File: config.mk
export PLATFORM = sky130hd
export DESIGN_NAME = div_pipe
export DESIGN_NICKNAME = d
export VERILOG_FILES = /design/src/common/fu_pkg.sv /design/src/divider/div_pipe.sv /design/src/divider/div_stage.sv
export SDC_FILE = /design/constraint.sdc
export NUM_CORES = 2
export LEC_CHECK = 0
export BUFFER_PORTS_ARGS = -buffer_cell sky130_fd_sc_hd__buf_2
export CELL_PAD_IN_SITES_DETAIL_PLACEMENT = 1
export CELL_PAD_IN_SITES_GLOBAL_PLACEMENT = 1
export CORE_ASPECT_RATIO = 1.25
export CORE_MARGIN = 4
export CORE_UTILIZATION = 31
export CTS_CLUSTER_DIAMETER = 30
export DETAILED_ROUTE_END_ITERATION = 7
export PLACE_DENSITY = 0.58
export SLEW_MARGIN = 20
export SYNTH_ARGS = -nofsm -noshare
export SYNTH_HDL_FRONTEND = slang
export SYNTH_SLANG_ARGS = --single-unit
File: constraint.sdc
create_clock -name clk_i -period 24.8 [get_ports clk_i]
set_clock_uncertainty 0.1 [all_clocks]
set_input_delay 6.2 -clock clk_i [delete_from_list [all_inputs] [get_ports clk_i]]
set_output_delay 6.2 -clock clk_i [all_outputs]
set_load 0.1 [all_outputs]
File: src/common/fu_pkg.sv
package fu_pkg;

  ////////////////////////////////////////
  // Widths
  ////////////////////////////////////////

  // Datapath width, one word
  localparam int unsigned N_BITS = 32;
  // Accumulation length, half a word
  localparam int unsigned ACC_LEN_W = 16;
  // Low operand-b bits used as shift amount
  localparam int unsigned SHAMT_W = 5;

  ////////////////////////////////////////
  // Types
  ////////////////////////////////////////

  // Operand and result word
  typedef logic [N_BITS-1:0] data_t;
  // Accumulation run length
  typedef logic [ACC_LEN_W-1:0] acc_len_t;

  // Static opcode of the unit
  // Unlisted codes behave as NOP
  typedef enum logic [3:0] {
    NOP  = 4'd0,
    ADD  = 4'd1,
    SUB  = 4'd2,
    MUL  = 4'd3,
    LSH  = 4'd4,
    ARSH = 4'd5,
    LRSH = 4'd6,
    MIN  = 4'd7,
    MAX  = 4'd8,
    ABS  = 4'd9,
    ACC  = 4'd10,
    DIV  = 4'd11,
    REM  = 4'd12
  } fu_op_e;

endpackage
File: src/divider/div_pipe.sv
`timescale 1ns/100ps

module div_pipe #(
  parameter int unsigned DIV_STAGE_BITS = 2
) (
  input  logic          clk_i,
  input  logic          rst_n_i,
  input  logic          in_valid_i,
  input  logic          pea_ready_i,
  input  fu_pkg::data_t a_i,
  input  fu_pkg::data_t b_i,
  output fu_pkg::data_t q_o,
  output fu_pkg::data_t r_o,
  output logic          valid_o
);
  import fu_pkg::*;

  localparam int unsigned N_STAGES = N_BITS / DIV_STAGE_BITS;
  localparam int unsigned LAST     = N_STAGES - 1;

  // Operand signs and magnitudes
  logic  a_neg;
  logic  b_neg;
  data_t a_abs;
  data_t b_abs;
  logic  b_zero;

  // Stage inputs
  data_t rem_in   [N_STAGES];
  data_t quo_in   [N_STAGES];
  data_t dvs_in   [N_STAGES];
  logic  neg_q_in [N_STAGES];
  logic  neg_r_in [N_STAGES];
  logic  dz_in    [N_STAGES];
  logic  vld_in   [N_STAGES];
  // Stage combinational outputs
  data_t rem_nxt  [N_STAGES];
  data_t quo_nxt  [N_STAGES];
  // Stage registers
  data_t rem_r    [N_STAGES];
  data_t quo_r    [N_STAGES];
  data_t dvs_r    [N_STAGES];
  logic  neg_q_r  [N_STAGES];
  logic  neg_r_r  [N_STAGES];
  logic  dz_r     [N_STAGES];
  logic  vld_r    [N_STAGES];
  // Sign fix-up
  data_t q_fix;
  data_t r_fix;

  assign a_neg  = a_i[N_BITS-1];
  assign b_neg  = b_i[N_BITS-1];
  assign a_abs  = a_neg ? -a_i : a_i;
  assign b_abs  = b_neg ? -b_i : b_i;
  assign b_zero = (b_i == '0);

  ////////////////////////////////////////
  // Stage chain
  ////////////////////////////////////////

  for (genvar k = 0; k < N_STAGES; k++) begin : g_stage
    if (k == 0) begin : g_head
      // Fresh division enters with empty remainder
      assign rem_in[k]   = '0;
      assign quo_in[k]   = a_abs;
      assign dvs_in[k]   = b_abs;
      assign neg_q_in[k] = a_neg ^ b_neg;
      assign neg_r_in[k] = a_neg;
      assign dz_in[k]    = b_zero;
      assign vld_in[k]   = in_valid_i;
    end else begin : g_link
      assign rem_in[k]   = rem_r[k-1];
      assign quo_in[k]   = quo_r[k-1];
      assign dvs_in[k]   = dvs_r[k-1];
      assign neg_q_in[k] = neg_q_r[k-1];
      assign neg_r_in[k] = neg_r_r[k-1];
      assign dz_in[k]    = dz_r[k-1];
      assign vld_in[k]   = vld_r[k-1];
    end

    div_stage #(
      .DIV_STAGE_BITS(DIV_STAGE_BITS)
    ) div_stage_inst (
      .rem_i    (rem_in[k]),
      .quo_i    (quo_in[k]),
      .divisor_i(dvs_in[k]),
      .rem_o    (rem_nxt[k]),
      .quo_o    (quo_nxt[k])
    );

    // Valid bit holds under back-pressure
    always_ff @(posedge clk_i or negedge rst_n_i) begin
      if (!rst_n_i) begin
        vld_r[k] <= 1'b0;
      end else if (pea_ready_i) begin
        vld_r[k] <= vld_in[k];
      end
    end

    // Payload
    always_ff @(posedge clk_i) begin
      if (pea_ready_i) begin
        rem_r[k]   <= rem_nxt[k];
        quo_r[k]   <= quo_nxt[k];
        dvs_r[k]   <= dvs_in[k];
        neg_q_r[k] <= neg_q_in[k];
        neg_r_r[k] <= neg_r_in[k];
        dz_r[k]    <= dz_in[k];
      end
    end
  end

  ////////////////////////////////////////
  // Output fix-up
  ////////////////////////////////////////

  // Quotient truncates toward zero
  // Divide by zero gives all ones
  assign q_fix = dz_r[LAST] ? '1 : (neg_q_r[LAST] ? -quo_r[LAST] : quo_r[LAST]);
  // Remainder follows the dividend sign
  assign r_fix = neg_r_r[LAST] ? -rem_r[LAST] : rem_r[LAST];

  always_ff @(posedge clk_i or negedge rst_n_i) begin
    if (!rst_n_i) begin
      valid_o <= 1'b0;
    end else if (pea_ready_i) begin
      valid_o <= vld_r[LAST];
    end
  end

  always_ff @(posedge clk_i) begin
    if (pea_ready_i) begin
      q_o <= q_fix;
      r_o <= r_fix;
    end
  end

endmodule

File: src/divider/div_stage.sv
`timescale 1ns/100ps

module div_stage #(
  parameter int unsigned DIV_STAGE_BITS = 2
) (
  input  fu_pkg::data_t rem_i,
  input  fu_pkg::data_t quo_i,
  input  fu_pkg::data_t divisor_i,
  output fu_pkg::data_t rem_o,
  output fu_pkg::data_t quo_o
);
  import fu_pkg::*;

  // Partial remainder and dividend/quotient shift word
  data_t           rem;
  data_t           quo;
  // Remainder after shifting in one dividend bit
  logic [N_BITS:0] rem_ext;
  // Trial difference with borrow on top
  logic [N_BITS:0] diff;

  // Unsigned shift-subtract steps
  // Dividend bits leave at the top of quo
  // Quotient bits enter at the bottom
  always_comb begin
    rem     = rem_i;
    quo     = quo_i;
    rem_ext = '0;
    diff    = '0;
    for (int i = 0; i < DIV_STAGE_BITS; i++) begin
      rem_ext = {rem, quo[N_BITS-1]};
      quo     = {quo[N_BITS-2:0], 1'b0};
      diff    = rem_ext - {1'b0, divisor_i};
      if (!diff[N_BITS]) begin
        // Divisor fits
        rem    = diff[N_BITS-1:0];
        quo[0] = 1'b1;
      end else begin
        // Remainder stays below the divisor
        rem = rem_ext[N_BITS-1:0];
      end
    end
  end

  assign rem_o = rem;
  assign quo_o = quo;

endmodule

**Word-level counts from Yosys, hierarchy flattened**

Memory sizes are Yosys's and may differ from the RTL's.
Cells that the tools add are included.

- Register bits after elaboration: 81
- Memories kept: 6
- Memory bits (writable): 1584
- Output and inout port bits: 65
- Word-level logic and storage cells: 133

- Bitwise operators: 1
- Muxes and demuxes: 70
- Add/subtract/negate cells: 36
- Reductions and logical operators: 1

Memory list:

| memory | depth | width | rd ports | clocked after memory_dff | wr ports | RTL line | text |
|---|---|---|---|---|---|---|---|
| dvs_r | 16 | 32 | 15 | 0 | 16 | div_pipe.sv:42 | `data_t dvs_r [N_STAGES];` |
| quo_r | 16 | 32 | 16 | 0 | 16 | div_pipe.sv:41 | `data_t quo_r [N_STAGES];` |
| rem_r | 16 | 32 | 16 | 0 | 16 | div_pipe.sv:40 | `data_t rem_r [N_STAGES];` |
| dz_r | 16 | 1 | 16 | 0 | 16 | div_pipe.sv:45 | `logic dz_r [N_STAGES];` |
| neg_q_r | 16 | 1 | 16 | 0 | 16 | div_pipe.sv:43 | `logic neg_q_r [N_STAGES];` |
| neg_r_r | 16 | 1 | 16 | 0 | 16 | div_pipe.sv:44 | `logic neg_r_r [N_STAGES];` |

Operators by type and width:

| cell | number |
|---|---|
| $mux 32 | 36 |
| $sub 33x32->33 | 31 |
| $neg 32->32 | 4 |
| $mux 1 | 34 |
| $sub 1x32->33 | 1 |
| $logic_not 32->1 | 1 |
| $xor 1x1->1 | 1 |

**Longest topological paths before layout**

- Depth in word-level cells: 6
- Mapped depth: 33
- Depth with buffers taken out: 31

**Modules after synthesis**

Synthesis repeated with hierarchy kept, for this count alone.

- Cell total of the unflattened synthesis: 12167
- Area total of the unflattened synthesis: 123773.7 um^2

Modules (own cells, without submodules):

| module | sequential area each (um^2) | area an instance (um^2) | times used | cells an instance |
|---|---|---|---|---|
| div_pipe | 48951.9 | 52226.3 | 1 | 2119 |
| div_stage (g_stage[1].div_stage_inst ...) | 0.0 | 4377.9 | 9 | 600 |
| div_stage (g_stage[12].div_stage_inst ...) | 0.0 | 4534.3 | 4 | 672 |
| div_stage (g_stage[0].div_stage_inst ...) | 0.0 | 4561.9 | 2 | 621 |
| div_stage (g_stage[11].div_stage_inst) | 0.0 | 4884.7 | 1 | 718 |

**Least setup slack after synthesis**

Ideal clock, no wire load.

- Path kind: input -> register
- Start: input port a_i[5]
- End: memory rem_r[0][2] (netlist name), data pin
- Setup time: 0.262 ns
- Arrival time: 13.970 ns
- Data required time: 24.438 ns
- Stages: 32
- Slack: 10.468 ns
- Path buffers: 1
- Path through: or4_1 > or4_1 > or4_1 > or3_1 > nand2b_1 > or4_1 > or4_1 > ha_1 > inv_1 > clkbuf_1 > ha_1 > nand3_1 > nor4_1 > nand3_1 > nor4_1 > nand4_1 > nor3_4 > mux2i_1 > fa_1 > a21o_1 > a21oi_1 > nor2b_1 > o211ai_1 > a21oi_1 > o2111ai_1 > a31o_2 > a21oi_1 > a21o_1 > a21o_1 > xnor2_2 > inv_2 > mux2_1

RTL lines:

| item | RTL line | text |
|---|---|---|
| from (decl) | div_pipe.sv:10 | `input fu_pkg::data_t a_i,` |
| to (decl) | div_pipe.sv:40 |  |

==> run_results.csv <==
group,metric,value,unit
outcome,status,"completed",
timing,setup_viol,0,
logic_synthesis,syn_avg_cell_area,10.40,sq um
logic_synthesis,yosysSeqAreaShare,43.64,%
placement,dp_slack,7201,ps
clocking,clk_latency,940,ps
logic_synthesis,synth_top_cell_area_share,43.26,%
drt,num_vias,84880,
placement,dp_cells,15550,
clocking,clk_pin_slew,50,ps
logic_synthesis,yosysMostFrequentCell,"edfxtp_1",
timing,relSlewSlack,23.96,%
clocking,post_cts_buffers,0,
logic_synthesis,synthCells,10780,
drt,ant_nets,0,
critical_path,r2r_cells,32,
clocking,cts-hold-fix-buffers,0,
clocking,cts_sinks,1633,
floorplanning,die-area,371600,sq um
clocking,h-tree-depth,5,
logic_synthesis,synth_top_area_cell,"edfxtp_1",
cells_and_area,layout-drive-gt1-share,12.65,%
logic_synthesis,syn_area,112200,sq um
timing,period_share,65.58,%
drt,drt-initial-drc-count,2905,
worst_hold_path,hold_class,"flop to flop",
drt,routed_wl,344.0,mm
timing,clock.fmax,61.49,MHz
logic_synthesis,synth_warnings,0,
critical_path,crit_top_cell,"or4_1",
floorplanning,fp.coreArea,359800,sq um
global_route,antenna_found_initial,11,
drt,wl_per_cell,21.12,um
flow_run,drv_cap,0,
timing,fin_crit,16260,ps
logic_synthesis,async_flop_share,1.041,%
cells_and_area,multi_input_area,59540,sq um
cells_and_area,layout.nets,12330,
timing,fin_ws,8537,ps
timing,tightest_slew,1112,ps
critical_path,path_delay_family,"simple AND/OR/NAND/NOR gates",
timing,slew_viol_final,0,
critical_path,critical_path.max_stage_delay,790,ps
critical_path,cpMaxStageDelayCell,"nor2_1",
global_route,grt_usage,18.07,%
critical_path,critical_path_depth,31,
timing,rsz0062_at_grt,"no",
drt,viasPerCell,5.210,
global_route,grt_pass1_vias,94520,
critical_path,cp-start-kind,"primary input",
placement,portBuffers,132,
floorplanning,initial_core_util,31.17,%
logic_synthesis,ys_top_cells_by_count,"edfxtp_1, ha_1, a21oi_1",
logic_synthesis,ys_ff_latch,1633,
placement,finalWeightedCongestion,0.9151,
worst_hold_path,hold-path-cell-count,0,
logic_synthesis,synth_area_leaders,"edfxtp_1, ha_1, xnor2_1",
logic_synthesis,synth-edff-count,1616,
floorplanning,die_x,546.0,um
critical_path,required,25310,ps
clocking,root_buffer,"clkbuf_16",
critical_path,worstPathArrival,16780,ps
global_route,grt_max_degree,179,
critical_path,cp-end-kind,"flop",
critical_path,critical_path_class,"primary input to flop",
placement,post-dp-hpwl,280.3,mm
cells_and_area,num-fill-cells,39670,
logic_synthesis,ys_types,91,
clocking,ctsResizeCount,0,
clocking,clockBufferDepth,4,
timing,setup-tns-final,0,ps
drt,drc,0,
critical_path,crit_fanout,17,
global_route,grt_pass1_wl,532.5,mm
critical_path,critPathBufInv,2,
floorplanning,io_pins,133,
floorplanning,die_y,680.5,um
cells_and_area,instances_no_fill,16290,
logic_synthesis,yosys_most_used_dff,"edfxtp_1",
floorplanning,placementRows,246,
cells_and_area,finish.utilization,36.85,%
global_route,grt_overflow,0,
clocking,cts_tree,"built",
cells_and_area,regArea,48950,sq um
clocking,cts_made_buffers,397,
drt,first_pass_iters,7,
timing,hold_viol_final,0,
cells_and_area,area_growth,18.19,%
-- metrics by stage --
| step | hold WS (ps) | cell area [sq um] |
|---|---|---|
| 3_3_place_gp | 300.3 | 119200 |
| 6_report | 278.1 | 132600 |
| 2_1_floorplan | 300.3 | 112200 |
| 5_1_grt | 285.2 | 132600 |
| 3_5_place_dp | 305.2 | 119200 |
| 4_1_cts | 279.0 | 132600 |
-- cell type report --
cell class | count | area share [%]
diodes | 5 | 0.009438
clock buffers | 453 | 7.748
clock inverters | 287 | 2.315
inverters | 863 | 2.443
multi-input cells | 8090 | 44.91
flip-flops and latches | 1633 | 36.92
well taps | 4712 | 4.447
repair buffers | 248 | 1.204
-- layout by cell type, fill, tap and decap left out, types with 57 or more instances in the layout --
cell type,count
a211oi_1,92
a21o_1,482
a21oi_1,852
a221o_1,71
a22oi_1,60
a31oi_1,101
and3_1,105
buf_2,131
buf_4,112
clkbuf_16,403
clkinv_1,73
clkinv_2,74
edfxtp_1,1616
ha_1,998
inv_1,852
mux2_2,463
mux2i_1,57
nand2_1,762
nand2b_1,152
nand3_1,160
nand4_1,72
nor2_1,609
nor2b_1,122
nor3_1,132
o21a_1,158
o21ai_0,685
o21bai_1,116
o221ai_1,63
o31ai_1,98
or3_1,62
xnor2_1,636
xor2_1,297
-- final timing paths --
check                               from             to  slack [ps]
max                               a_i[3]    rem_r[0][8]        8540
min                        quo_r[0][216]  quo_r[0][250]         280
max reg2reg                 quo_r[1][63]   rem_r[1][75]       13760
min reg2reg                quo_r[0][216]  quo_r[0][250]         280
max in group asynchronous        rst_n_i     vld_in[10]       19220
min in group asynchronous        rst_n_i      vld_in[8]        5080
-- per-layer routing --
metal / GRT usage [%] / vias to the layer above / routed length [um] / share of wire, %
met3: 2.308 / 827 / 8953 / 2.6
li1: - / 41060 / - / -
met5: 0 / - / 0 / 0
met1: 15.15 / 41760 / 108200 / 31
met2: 38.58 / 1233 / 202800 / 59
met4: 11.26 / 0 / 24100 / 7.0
-- logic make-up after synthesis --
| kind of cell | count (synthesis) | share of synthesized area [%] |
|---|---|---|
| buffers and inverters | 1072 | 3.605 |
| AO/OA/AOI/OAI | 3162 | 18.20 |
| XOR/XNOR | 955 | 7.477 |
| multiplexers | 522 | 5.180 |
| AND/OR/NAND/NOR | 2405 | 10.19 |
| other | 1 | 0.003343 |
| flip-flops | 1633 | 43.64 |
| adder cells (fa/ha/maj) | 1031 | 11.70 |
-- registers in the layout, indices dropped and copies added (netlist names) --
| register | cells |
|---|---|
| quo_r | 512 |
| rem_r | 512 |
| dvs_r | 480 |
| q_o | 32 |
| r_o | 32 |
| dz_r | 16 |
| neg_q_r | 16 |
| neg_r_r | 16 |
| vld_in | 15 |
| valid_o | 1 |
| vld_r | 1 |
Power is left out: the tool's default activity adds up to more than one toggle a clock period on the data nets, which glitch-free logic cannot reach.
