===== src/common/fu_pkg.sv =====
package fu_pkg;

  ////////////////////////////////////////
  // Widths
  ////////////////////////////////////////

  // Datapath width, one word
  localparam int unsigned N_BITS = 32;
  // Accumulation length, half a word
  localparam int unsigned ACC_LEN_W = 16;
  // Low operand-b bits used as shift amount
  localparam int unsigned SHAMT_W = 5;

  ////////////////////////////////////////
  // Types
  ////////////////////////////////////////

  // Operand and result word
  typedef logic [N_BITS-1:0] data_t;
  // Accumulation run length
  typedef logic [ACC_LEN_W-1:0] acc_len_t;

  // Static opcode of the unit
  // Unlisted codes behave as NOP
  typedef enum logic [3:0] {
    NOP  = 4'd0,
    ADD  = 4'd1,
    SUB  = 4'd2,
    MUL  = 4'd3,
    LSH  = 4'd4,
    ARSH = 4'd5,
    LRSH = 4'd6,
    MIN  = 4'd7,
    MAX  = 4'd8,
    ABS  = 4'd9,
    ACC  = 4'd10,
    DIV  = 4'd11,
    REM  = 4'd12
  } fu_op_e;

endpackage

===== src/hw/fu_acc_ctrl.sv =====
`timescale 1ns/100ps

module fu_acc_ctrl (
  input  logic             clk_i,
  input  logic             rst_n_i,
  input  logic             acc_en_i,
  input  logic             ops_valid_i,
  input  logic             pea_ready_i,
  input  fu_pkg::acc_len_t acc_len_i,
  output logic             acc_valid_o,
  output logic             acc_loopback_o
);
  import fu_pkg::*;

  // Elements taken so far in this run
  acc_len_t cnt_q;
  logic     accept;
  logic     run_end;

  // Operand set handed over this cycle
  assign accept = ops_valid_i & pea_ready_i;
  // Last element of the run
  assign run_end = (cnt_q == acc_len_i);

  // Counter and loopback flag
  always_ff @(posedge clk_i or negedge rst_n_i) begin
    if (!rst_n_i) begin
      cnt_q          <= '0;
      acc_loopback_o <= 1'b0;
    end else if (!acc_en_i) begin
      // Idle outside ACC
      cnt_q          <= '0;
      acc_loopback_o <= 1'b0;
    end else if (accept) begin
      if (run_end) begin
        // Run done so start over
        cnt_q          <= '0;
        acc_loopback_o <= 1'b0;
      end else begin
        cnt_q          <= cnt_q + acc_len_t'(1);
        acc_loopback_o <= 1'b1;
      end
    end
  end

  // Sum is complete on the last element
  assign acc_valid_o = ops_valid_i & run_end;

endmodule


===== config.mk =====
export PLATFORM = sky130hd
export DESIGN_NAME = fu_acc_ctrl
export DESIGN_NICKNAME = d
export VERILOG_FILES = /design/src/common/fu_pkg.sv /design/src/hw/fu_acc_ctrl.sv
export SDC_FILE = /design/constraint.sdc
export NUM_CORES = 1
export LEC_CHECK = 0
export BUFFER_PORTS_ARGS = -buffer_cell sky130_fd_sc_hd__buf_2
export CAP_MARGIN = 20
export CORE_MARGIN = 2
export CORE_UTILIZATION = 48
export DETAILED_ROUTE_END_ITERATION = 12
export HOLD_SLACK_MARGIN = 0.08
export PLACE_DENSITY = 0.86
export SYNTH_ARGS = -nofsm -noshare
export SYNTH_HDL_FRONTEND = slang
export SYNTH_SLANG_ARGS = --single-unit

===== constraint.sdc =====
create_clock -name clk_i -period 1.6 [get_ports clk_i]
set_clock_uncertainty 0.2 [all_clocks]
set_input_delay 0.16 -clock clk_i [delete_from_list [all_inputs] [get_ports clk_i]]
set_output_delay 0.16 -clock clk_i [all_outputs]
set_load 0.05 [all_outputs]

Word-level counts from Yosys, hierarchy flattened
Cells that the tools add are included.
- word-level logic and storage cells: 13
- bits of input ports: 21
- output and inout port bits: 2
- register bits after elaboration: 17
- eq/ne operators: 2
- bitwise gates (word level): 2
- $add $sub $neg: 1
- muxes and demuxes: 6
- operator list (cell ; number):
    16-bit two-way mux ; 3
    16-bit by 1-bit adder with 16-bit output (second input constant) ; 1
    16-bit == test ; 1
    1-bit two-way mux ; 3
    1-bit AND ; 2
    2-bit by 1-bit inequality test with 1-bit output (second input constant) ; 1

Longest topological paths before layout
Gate-level depths: netlist (run 1).
- depth after elaboration: 4
- depth in mapped cells: 7

Least setup slack after synthesis (run 1)
No wires, ideal clock.
- path kind: reg2out
- from: register cnt_q[9]
- to: output port acc_valid_o
- cell stages (with the launch flop): 7
- path buffers: 2
- arrival time: 1.838 ns
- data required time: 1.240 ns
- path slack: -0.598 ns
- path through: dfrtp_1 buf_6 xor2_1 nor4_1 nand4_1 buf_6 nor2_1
- cells in the longest elaborated chain, start to end: 2
- RTL lines (element ; line ; source):
    start, declared ; fu_acc_ctrl.sv:16 ; acc_len_t cnt_q;
    start signal, assigned ; fu_acc_ctrl.sv:40 ; cnt_q <= cnt_q + acc_len_t'(1);
    16-bit == test ; fu_acc_ctrl.sv:23 ; assign run_end = (cnt_q == acc_len_i);
    1-bit AND ; fu_acc_ctrl.sv:47 ; assign acc_valid_o = ops_valid_i & run_end;
    end, declared ; fu_acc_ctrl.sv:10 ; output logic acc_valid_o,
No other way between the ends.

Final worst setup path (run 1)
- from: register cnt_q[5]
- to: output port acc_valid_o
Same word-level chain as after synthesis.

==> results of run 1 <==
power groups by stage:
stage	clock network, mW	registers [mW]	logic, mW
after floorplan	0	0.453	0.0414
after global placement	0	0.445	0.102
after detailed placement	0	0.445	0.105
after CTS	0.243	0.437	0.112
after global routing	0.265	0.437	0.125
final	0.246	0.437	0.115
flip-flops by register name, summed over array words and instances, names as in the netlist:
register and count:
acc_loopback_o 1, cnt_q 16
cell usage after synthesis:
cell type | instances | area share (%)
mux2i_1 | 1 | 0.88
nand3_1 | 8 | 3.5
xnor2_1 | 6 | 4.6
nor4_2 | 1 | 1.1
a32o_1 | 1 | 0.88
nor2_1 | 7 | 2.3
buf_2 | 3 | 1.3
dfrtp_1 | 17 | 38
a31oi_1 | 2 | 1.1
and4_1 | 1 | 0.77
xor2_1 | 18 | 14
nor3_1 | 3 | 1.3
nand2_1 | 24 | 8.0
and3_1 | 4 | 2.2
o311ai_0 | 2 | 1.5
inv_1 | 3 | 0.99
a21boi_2 | 1 | 0.99
nor4_1 | 3 | 1.7
nor3_2 | 1 | 0.88
o21ai_1 | 5 | 2.2
buf_6 | 3 | 3.0
ha_1 | 1 | 1.1
o21ai_0 | 7 | 3.1
clkbuf_1 | 1 | 0.33
and3_2 | 1 | 0.66
nand4_1 | 6 | 3.3
buf_4 | 1 | 0.66
timing repair:
| item | 4_1_cts | 5_1_grt |
|---|---|---|
| setup endpoints to repair | 18 | 18 |
| pin swaps | 6 | 8 |
| resized for setup | 8 | 9 |
| hold buffers | 1 | 0 |
| setup buffers | 3 | 4 |
| endpoints found under the hold margin | 17 | 0 |
| gates cloned | 0 | 1 |
routing by layer:
metal | wire (um) | part of all wire [%] | GRT usage (%)
met1 | 1333 | 43 | 30.38
met5 | 0 | 0 | 0
met4 | 0 | 0 | 2.564
met2 | 1635 | 53 | 44.79
met3 | 122 | 3.9 | 2.857
cell families after synthesis:
kind of cell / count (synthesis)
multiplexers: 1
adder cells (fa/ha/maj): 1
flip-flops: 17
XOR/XNOR: 24
AO/OA/AOI/OAI: 18
buffers and inverters: 11
AND/OR/NAND/NOR: 59
final cells by class:
cell class                 count  area (um^2)
clock inverter                 1        5.005
timing repair buffer          56        410.4
fill                         166        615.6
multi-input combinational    103        686.9
sequential                    17        425.4
inverter                       3        11.26
tap                           28        35.03
clock buffer                   3        22.52
stage by stage:
step / instance area [um^2] / worst slack (ps)
after floorplan: 1150 / -169.0
after global placement: 1413 / -345.8
after detailed placement: 1413 / -320.9
after CTS: 1504 / -464.1
after global routing: 1597 / -543.9
final: 1597 / -502.6
worst max path at each step:
stage | slack [ps] | startpoint | endpoint
2_1_floorplan | -170 | cnt_q[5]$_DFFE_PN0P_ | acc_valid_o
3_3_place_gp | -350 | cnt_q[1]$_DFFE_PN0P_ | cnt_q[13]$_DFFE_PN0P_
3_5_place_dp | -320 | cnt_q[15]$_DFFE_PN0P_ | cnt_q[13]$_DFFE_PN0P_
4_1_cts | -460 | cnt_q[11]$_DFFE_PN0P_ | acc_valid_o
5_1_grt | -540 | cnt_q[5]$_DFFE_PN0P_ | acc_valid_o
6_report | -500 | cnt_q[5]$_DFFE_PN0P_ | acc_valid_o
==> results.json, run 1 <==
{
  "cts.sinks": 17,
  "r2r_start": "cnt_q[5]$_DFFE_PN0P_",
  "layout_commonest_cell": "buf_4",
  "yosysSeqAreaShare_pct": 37.57,
  "synth-seq-cells": 17,
  "slew_violations": 0,
  "min_period_over_period_pct": 131.4,
  "path_common_cell": "buf_6",
  "critPathLaunchType": "flop",
  "drc_errors": 0,
  "drt-initial-drc-count": 24,
  "worst-r2r-cell-count": 9,
  "viasPerCell": 5.370,
  "cts_buffers": 3,
  "synth_top_family_by_area": "simple AND/OR/NAND/NOR gates",
  "dieArea_mm2": 0.002764,
  "leakagePower_nw": 0.7622,
  "num_rows": 17,
  "cp_slowest_cell": "dfrtp_1",
  "final_cells": 211,
  "core_area_mm2": 0.002212,
  "synth_cells": 131,
  "postLayoutCoreUtil_pct": 72.17,
  "ioPinCount": 23,
  "clock.fmax_mhz": 475.6,
  "power_mw": 0.7973,
  "violations": "negative setup slack",
  "seqPwrFrac_pct": 54.8,
  "cts.htree.levels": 1,
  "worstPathCellList": "xor2_1, nor4_2, nand4_1, buf_6, nor2_4, buf_6",
  "ir_worst_vdd_v": 0.0003947,
  "initial_core_util_pct": 51.19,
  "synth_nets": 153,
  "placedCellCount": 198,
  "vias": 1133,
  "rsz0062_at_grt": "true",
  "period_needed_ps": 2103,
  "grt_max_degree": 18,
  "wire_per_inst_um": 14.65,
  "cts_buffer_depth": 2,
  "clkTransAtPathRegs_ps": 110,
  "yosys-mux-area-fraction_pct": 0.8840,
  "ys.warnings.count": 0,
  "worst-endpoint-arrival_ps": 1740,
  "diodes": 0,
  "grt_use_total_pct": 24.05,
  "synth.distinct_cells": 27,
  "netlist_area_mm2": 0.001132,
  "required_ps": 1240,
  "maxCapViolCount": 0,
  "synth_xor_area_share_pct": 18.56,
  "hold_viol": 0,
  "gp_congestion": 0.9234,
  "dieHeight_um": 52.57,
  "finalSetupViolCount": 18,
  "syn_avg_cell_area_um2": 8.644,
  "power.density_mw_per_mm2": 499.4,
  "worstSetupPathDepth": 6,
  "post-dp-hpwl_mm": 2.208,
  "cts_root_buffer": "clkbuf_4",
  "clk_latency_ps": 290,
  "wirelength_mm": 3.091,
  "cts_tree": "yes",
  "p_int_mw": 0.5745,
  "grt_pass1_wl_mm": 4.899,
  "tns_ps": -7592,
  "worst_pin_slew_ps": 738.3,
  "die_w_um": 52.57,
  "r2r_end": "cnt_q[13]$_DFFE_PN0P_",
  "slew_headroom_pct": 50.49,
  "swShare_pct": 27.95,
  "area_delta_synth_final_pct": 40.99,
  "grt_remaining_overflow": 0,
  "synthSimpleGateAreaFrac_pct": 25.75,
  "synth-compound-area-share_pct": 9.834,
  "post_route_cells_drive_above_1_share_pct": 38.25,
  "portBuffers": 22,
  "status": "complete, but fails checks",
  "dr.pass1.iters": 4,
  "worst_slack_ps": -502.6,
  "fin_hold_ws_ps": 101.6,
  "cp_max_fo": 2,
  "comb_power_share_pct": 14.4,
  "pwr-share-clk_pct": 30.9,
  "worstSetupPathType": "flop to output port",
  "path_delay_family": "simple AND/OR/NAND/NOR gates",
  "antenna_found_initial": 0,
  "grt_pass1_vias": 1115,
  "synthAdderAreaFrac_pct": 1.105,
  "netSwitchingPower_mw": 0.2228,
  "hold_path_class": "input port to async pin",
  "reg2reg_slack_ps": -450,
  "finalNetCount": 206,
  "final_antenna_net_count": 0,
  "end_kind": "output port",
  "path_buf_inv": 2,
  "final_cell_mix": "buf_4, nand2_1, buf_2",
  "crit_path_max_incr_delay_ps": 410
}
No activity file was read; power rests on OpenSTA's default activity.
==> run 2: changes to the inputs <==
CORE_UTILIZATION = 56   (was 48)
PLACE_DENSITY = 0.93   (was 0.86)
clock period = 2.55 ns   (was 1.6 ns; I/O delays follow)
==> results.json, run 2 (synthesis results as in run 1) <==
{
  "status": "finished clean",
  "post_route_cells_drive_above_1_share_pct": 21.57,
  "end_kind": "output port",
  "portBuffers": 22,
  "worstSetupPathType": "flop to output port",
  "initial_core_util_pct": 58.31,
  "worst-r2r-cell-count": 6,
  "worst_pin_slew_ps": 761.5,
  "leakagePower_nw": 0.5838,
  "clk_latency_ps": 290,
  "multi_input_area_um2": 635.6,
  "drt-initial-drc-count": 25,
  "cp_slowest_cell": "dfrtp_1",
  "maxCapViolCount": 0,
  "core_area_mm2": 0.001942,
  "final_antenna_net_count": 0,
  "rsz0062_at_grt": "false",
  "grt_pass1_wl_mm": 4.664,
  "grt_remaining_overflow": 0,
  "viasPerCell": 5.717,
  "die_w_um": 48.97,
  "cts.htree.levels": 1,
  "hold_path_class": "input port to async pin",
  "num_rows": 16,
  "critPathLaunchType": "flop",
  "dieArea_mm2": 0.002398,
  "seq_area_um2": 425.4,
  "cts_root_buffer": "clkbuf_4",
  "cts_tree": "yes",
  "nFillCells": 176,
  "grt_pass1_vias": 1029,
  "wirelength_mm": 2.702,
  "top_regs": "cnt_q: 16 flops, acc_loopback_o: 1 flops",
  "finalNetCount": 176,
  "worstSetupPathDepth": 5,
  "largest_register": "cnt_q",
  "tns_ps": 0,
  "dieHeight_um": 48.97,
  "dr.pass1.iters": 4,
  "area_delta_synth_final_pct": 12.93,
  "cp_max_fo": 7,
  "largest_reg_flops": 16,
  "vias": 1029,
  "final_cell_mix": "nand2_1, buf_2, xor2_1",
  "startpoint": "cnt_q[8]$_DFFE_PN0P_",
  "r2r_start": "cnt_q[8]$_DFFE_PN0P_",
  "clkTransAtPathRegs_ps": 110,
  "diodes": 0,
  "crit_path_max_incr_delay_ps": 490,
  "wire_per_inst_um": 15.01,
  "path_delay_family": "simple AND/OR/NAND/NOR gates",
  "required_ps": 2100,
  "path_buf_inv": 1,
  "worstPathCellList": "xor2_1, nor4_1, nand4_1, nor2_1, clkbuf_4",
  "grt_use_total_pct": 24.80,
  "cts.sinks": 17,
  "globalRouteMet1Util_pct": 33.13,
  "drc_errors": 0,
  "antenna_found_initial": 0,
  "reg2reg_slack_ps": 340,
  "crit_path_end": "acc_valid_o",
  "met2_usage_pct": 43.15,
  "power.density_mw_per_mm2": 380.9,
  "worst-endpoint-arrival_ps": 1890,
  "ir_worst_vdd_v": 0.0003334,
  "finalSetupViolCount": 0,
  "hold_viol": 0,
  "layout_commonest_cell": "nand2_1",
  "min_period_over_period_pct": 91.77,
  "ioPinCount": 23,
  "cts_buffer_depth": 2,
  "cts_buffers": 3,
  "slew_violations": 0,
  "grt_max_degree": 18,
  "clock.fmax_mhz": 427.3,
  "postLayoutCoreUtil_pct": 65.85,
  "post-dp-hpwl_mm": 1.983,
  "period_needed_ps": 2340,
  "busiest_layer": "met2",
  "gp_congestion": 0.9334,
  "slew_headroom_pct": 48.94,
  "grt_util_met3_pct": 3.988,
  "r2r_end": "cnt_q[12]$_DFFE_PN0P_"
}
==> run 2: worst min-delay path by stage <==
stage / startpoint / endpoint / slack (ps) / cells past startpoint
after floorplan: rst_n_i / acc_loopback_o$_DFFE_PN0P_ / -240 / 0
after global placement: rst_n_i / cnt_q[10]$_DFFE_PN0P_ / -5 / 1
after detailed placement: rst_n_i / cnt_q[10]$_DFFE_PN0P_ / -1 / 1
after CTS: rst_n_i / cnt_q[12]$_DFFE_PN0P_ / 220 / 2
after global routing: rst_n_i / cnt_q[10]$_DFFE_PN0P_ / 210 / 2
final: rst_n_i / acc_loopback_o$_DFFE_PN0P_ / 200 / 2
==> run 2: timing repair <==
action / CTS / global route
resized for setup: 0 / 1
hold endpoints to repair: 17 / 0
hold buffers: 1 / 0
setup buffers: 0 / 2
setup endpoints to repair: 0 / 1
==> run 2: area by class of cell <==
class / instances / share of cell area, %
clock buffers: 3 / 1.761
clock inverters: 1 / 0.3914
inverters: 3 / 0.8806
multi-input cells: 103 / 49.71
flip-flops and latches: 17 / 33.27
well taps: 27 / 2.642
repair buffers: 26 / 11.35
==> run 2: per-layer routing <==
layer / part of all wire [%] / wire length (um) / up-vias
met4: 0.44 / 12 / 0
met3: 5.4 / 147 / 2
met5: 0 / 0 / -
met1: 44 / 1181 / 498
met2: 50 / 1360 / 35
li1: - / - / 494
==> run 2: where the power goes <==
group          total (mW)  switching, mW  internal, mW
Combinational      0.0598         0.0362        0.0236
Sequential          0.276        0.00357         0.272
Clock               0.151         0.0931        0.0584
==> run 2: stage by stage <==
| step | setup slack (ps) | hold slack (ps) | instances | power [mW] | instance area (um^2) |
|---|---|---|---|---|---|
| global route | 4.449 | 207.4 | 180 | 0.5103 | 1279 |
| CTS | 102.4 | 215.3 | 178 | 0.4876 | 1261 |
| detailed placement | 412.7 | -1.040 | 173 | 0.3397 | 1224 |
| finish | 209.9 | 198.2 | 180 | 0.4871 | 1279 |
| global placement | 422.3 | -4.922 | 173 | 0.3375 | 1224 |
| floorplan | 256.7 | -240.6 | 131 | 0.3086 | 1132 |
==> run 3: changes to the inputs <==
PLACE_DENSITY = 0.79   (was 0.93)
==> results.json, run 3 (synthesis results as in run 1) <==
{
  "area_delta_synth_final_pct": 13.26,
  "period_needed_ps": 2456,
  "grt_use_total_pct": 24.49,
  "clk_latency_ps": 280,
  "end_kind": "output port",
  "cts_buffer_depth": 2,
  "antenna_found_initial": 0,
  "cts_buffers": 3,
  "ctsResizeCount": 0,
  "startpoint": "cnt_q[9]$_DFFE_PN0P_",
  "crit_path_max_incr_delay_ps": 480,
  "cts_tree": "yes",
  "largest_reg_flops": 16,
  "diodes": 0,
  "grt_max_degree": 18,
  "finish.instance_area_mm2": 0.001282,
  "worst-endpoint-arrival_ps": 2000,
  "min_period_over_period_pct": 96.31,
  "cp_slowest_cell": "dfrtp_1",
  "dieHeight_um": 48.97,
  "vias": 1048,
  "fin_hold_ws_ps": 212.3,
  "top_regs": "cnt_q: 16 flops, acc_loopback_o: 1 flops",
  "placedCellCount": 174,
  "required_ps": 2100,
  "final_antenna_net_count": 0,
  "pwr-share-clk_pct": 29.9,
  "finalSetupViolCount": 0,
  "num_rows": 16,
  "dr.pass1.iters": 6,
  "gp_congestion": 0.8399,
  "path_buf_inv": 1,
  "postLayoutCoreUtil_pct": 66.04,
  "worst_pin_slew_ps": 800.4,
  "drt-initial-drc-count": 34,
  "swShare_pct": 25.46,
  "drc_errors": 0,
  "hold_path_class": "input port to async pin",
  "final_cell_mix": "nand2_1, buf_2, xor2_1",
  "wire_per_inst_um": 14.71,
  "ir_worst_vdd_v": 0.0002969,
  "core_area_mm2": 0.001942,
  "r2r_end": "cnt_q[1]$_DFFE_PN0P_",
  "slew_headroom_pct": 46.33,
  "hold_viol": 0,
  "layout_commonest_cell": "nand2_1",
  "leakagePower_nw": 0.5861,
  "placed_area_mm2": 0.001231,
  "grt_remaining_overflow": 0,
  "p_int_mw": 0.3572,
  "worstPathCellList": "xor2_1, nor4_1, nand4_1, nor2_1, buf_2",
  "wirelength_mm": 2.663,
  "cts.sinks": 17,
  "slew_violations": 0,
  "post-dp-hpwl_mm": 1.976,
  "reg2reg_slack_ps": 350,
  "dieArea_mm2": 0.002398,
  "worst-r2r-cell-count": 6,
  "critPathLaunchType": "flop",
  "die_w_um": 48.97,
  "power.density_mw_per_mm2": 373.6,
  "comb_power_share_pct": 12.6,
  "worstSetupPathType": "flop to output port",
  "final_cells": 181,
  "viasPerCell": 5.790,
  "cp_max_fo": 7,
  "grt_pass1_wl_mm": 4.554,
  "status": "finished clean",
  "largest_register": "cnt_q",
  "finalNetCount": 177,
  "post_route_cells_drive_above_1_share_pct": 21.43,
  "portBuffers": 22,
  "clock.fmax_mhz": 407.2,
  "tns_ps": 0,
  "netSwitchingPower_mw": 0.1220,
  "maxCapViolCount": 0,
  "grt_pass1_vias": 1033,
  "path_delay_family": "simple AND/OR/NAND/NOR gates",
  "initial_core_util_pct": 58.31,
  "seqPwrFrac_pct": 57.5,
  "cts_root_buffer": "clkbuf_4",
  "r2r_start": "cnt_q[9]$_DFFE_PN0P_",
  "clkTransAtPathRegs_ps": 100,
  "cts.htree.levels": 1,
  "ioPinCount": 23
}
==> run 3: per-stage QoR <==
step                      setup slack (ps)  total power [mW]
final                                93.99            0.4792
after global routing                -21.56            0.5035
after CTS                            62.59            0.4804
after detailed placement             371.5            0.3403
after global placement               351.4            0.3382
after floorplan                      256.7            0.3086
==> run 3: how the worst max path moves through the flow <==
stage | endpoint | slack, ps | depth (start not counted)
2_1_floorplan | acc_valid_o | 260 | 6
3_3_place_gp | acc_valid_o | 350 | 5
3_5_place_dp | acc_valid_o | 370 | 5
4_1_cts | acc_valid_o | 60 | 5
5_1_grt | acc_valid_o | -20 | 5
6_report | acc_valid_o | 90 | 5
==> run 3: final cells by class <==
cell class,instances,area [um^2]
flip-flops and latches,17,425.4
clock buffers,4,26.28
fillers,166,659.4
multi-input cells,103,635.6
repair buffers,27,150.1
well taps,27,33.78
inverters,3,11.26
==> run 3: routing by layer <==
layer	vias to the layer above	share of wire, %	track usage [%]
met3	10	6.0	5.215
met4	0	1.4	6.667
li1	497	-	-
met5	-	0	0
met1	496	41	30.42
met2	45	51	42.92
==> run 3: power by group through the flow <==
stage / Sequential (mW) / Clock, mW / Combinational (mW)
after floorplan: 0.284 / 0 / 0.0246
after global placement: 0.281 / 0 / 0.0577
after detailed placement: 0.281 / 0 / 0.0595
after CTS: 0.276 / 0.144 / 0.0610
after global routing: 0.276 / 0.160 / 0.0676
final: 0.276 / 0.143 / 0.0605
==> run 3: worst reg2reg max path: stages (launching register included) <==
cell and delay [ps]:
dfrtp_1 480, xor2_1 200, nor4_1 350, nand4_1 280
buf_4 230, buf_4 130, a32o_1 230
==> run 3: what timing repair did <==
item | 4_1_cts | 5_1_grt
hold buffers | 1 | 0
setup endpoints to repair | 0 | 1
setup buffers | 0 | 2
hold endpoints to repair | 17 | 0
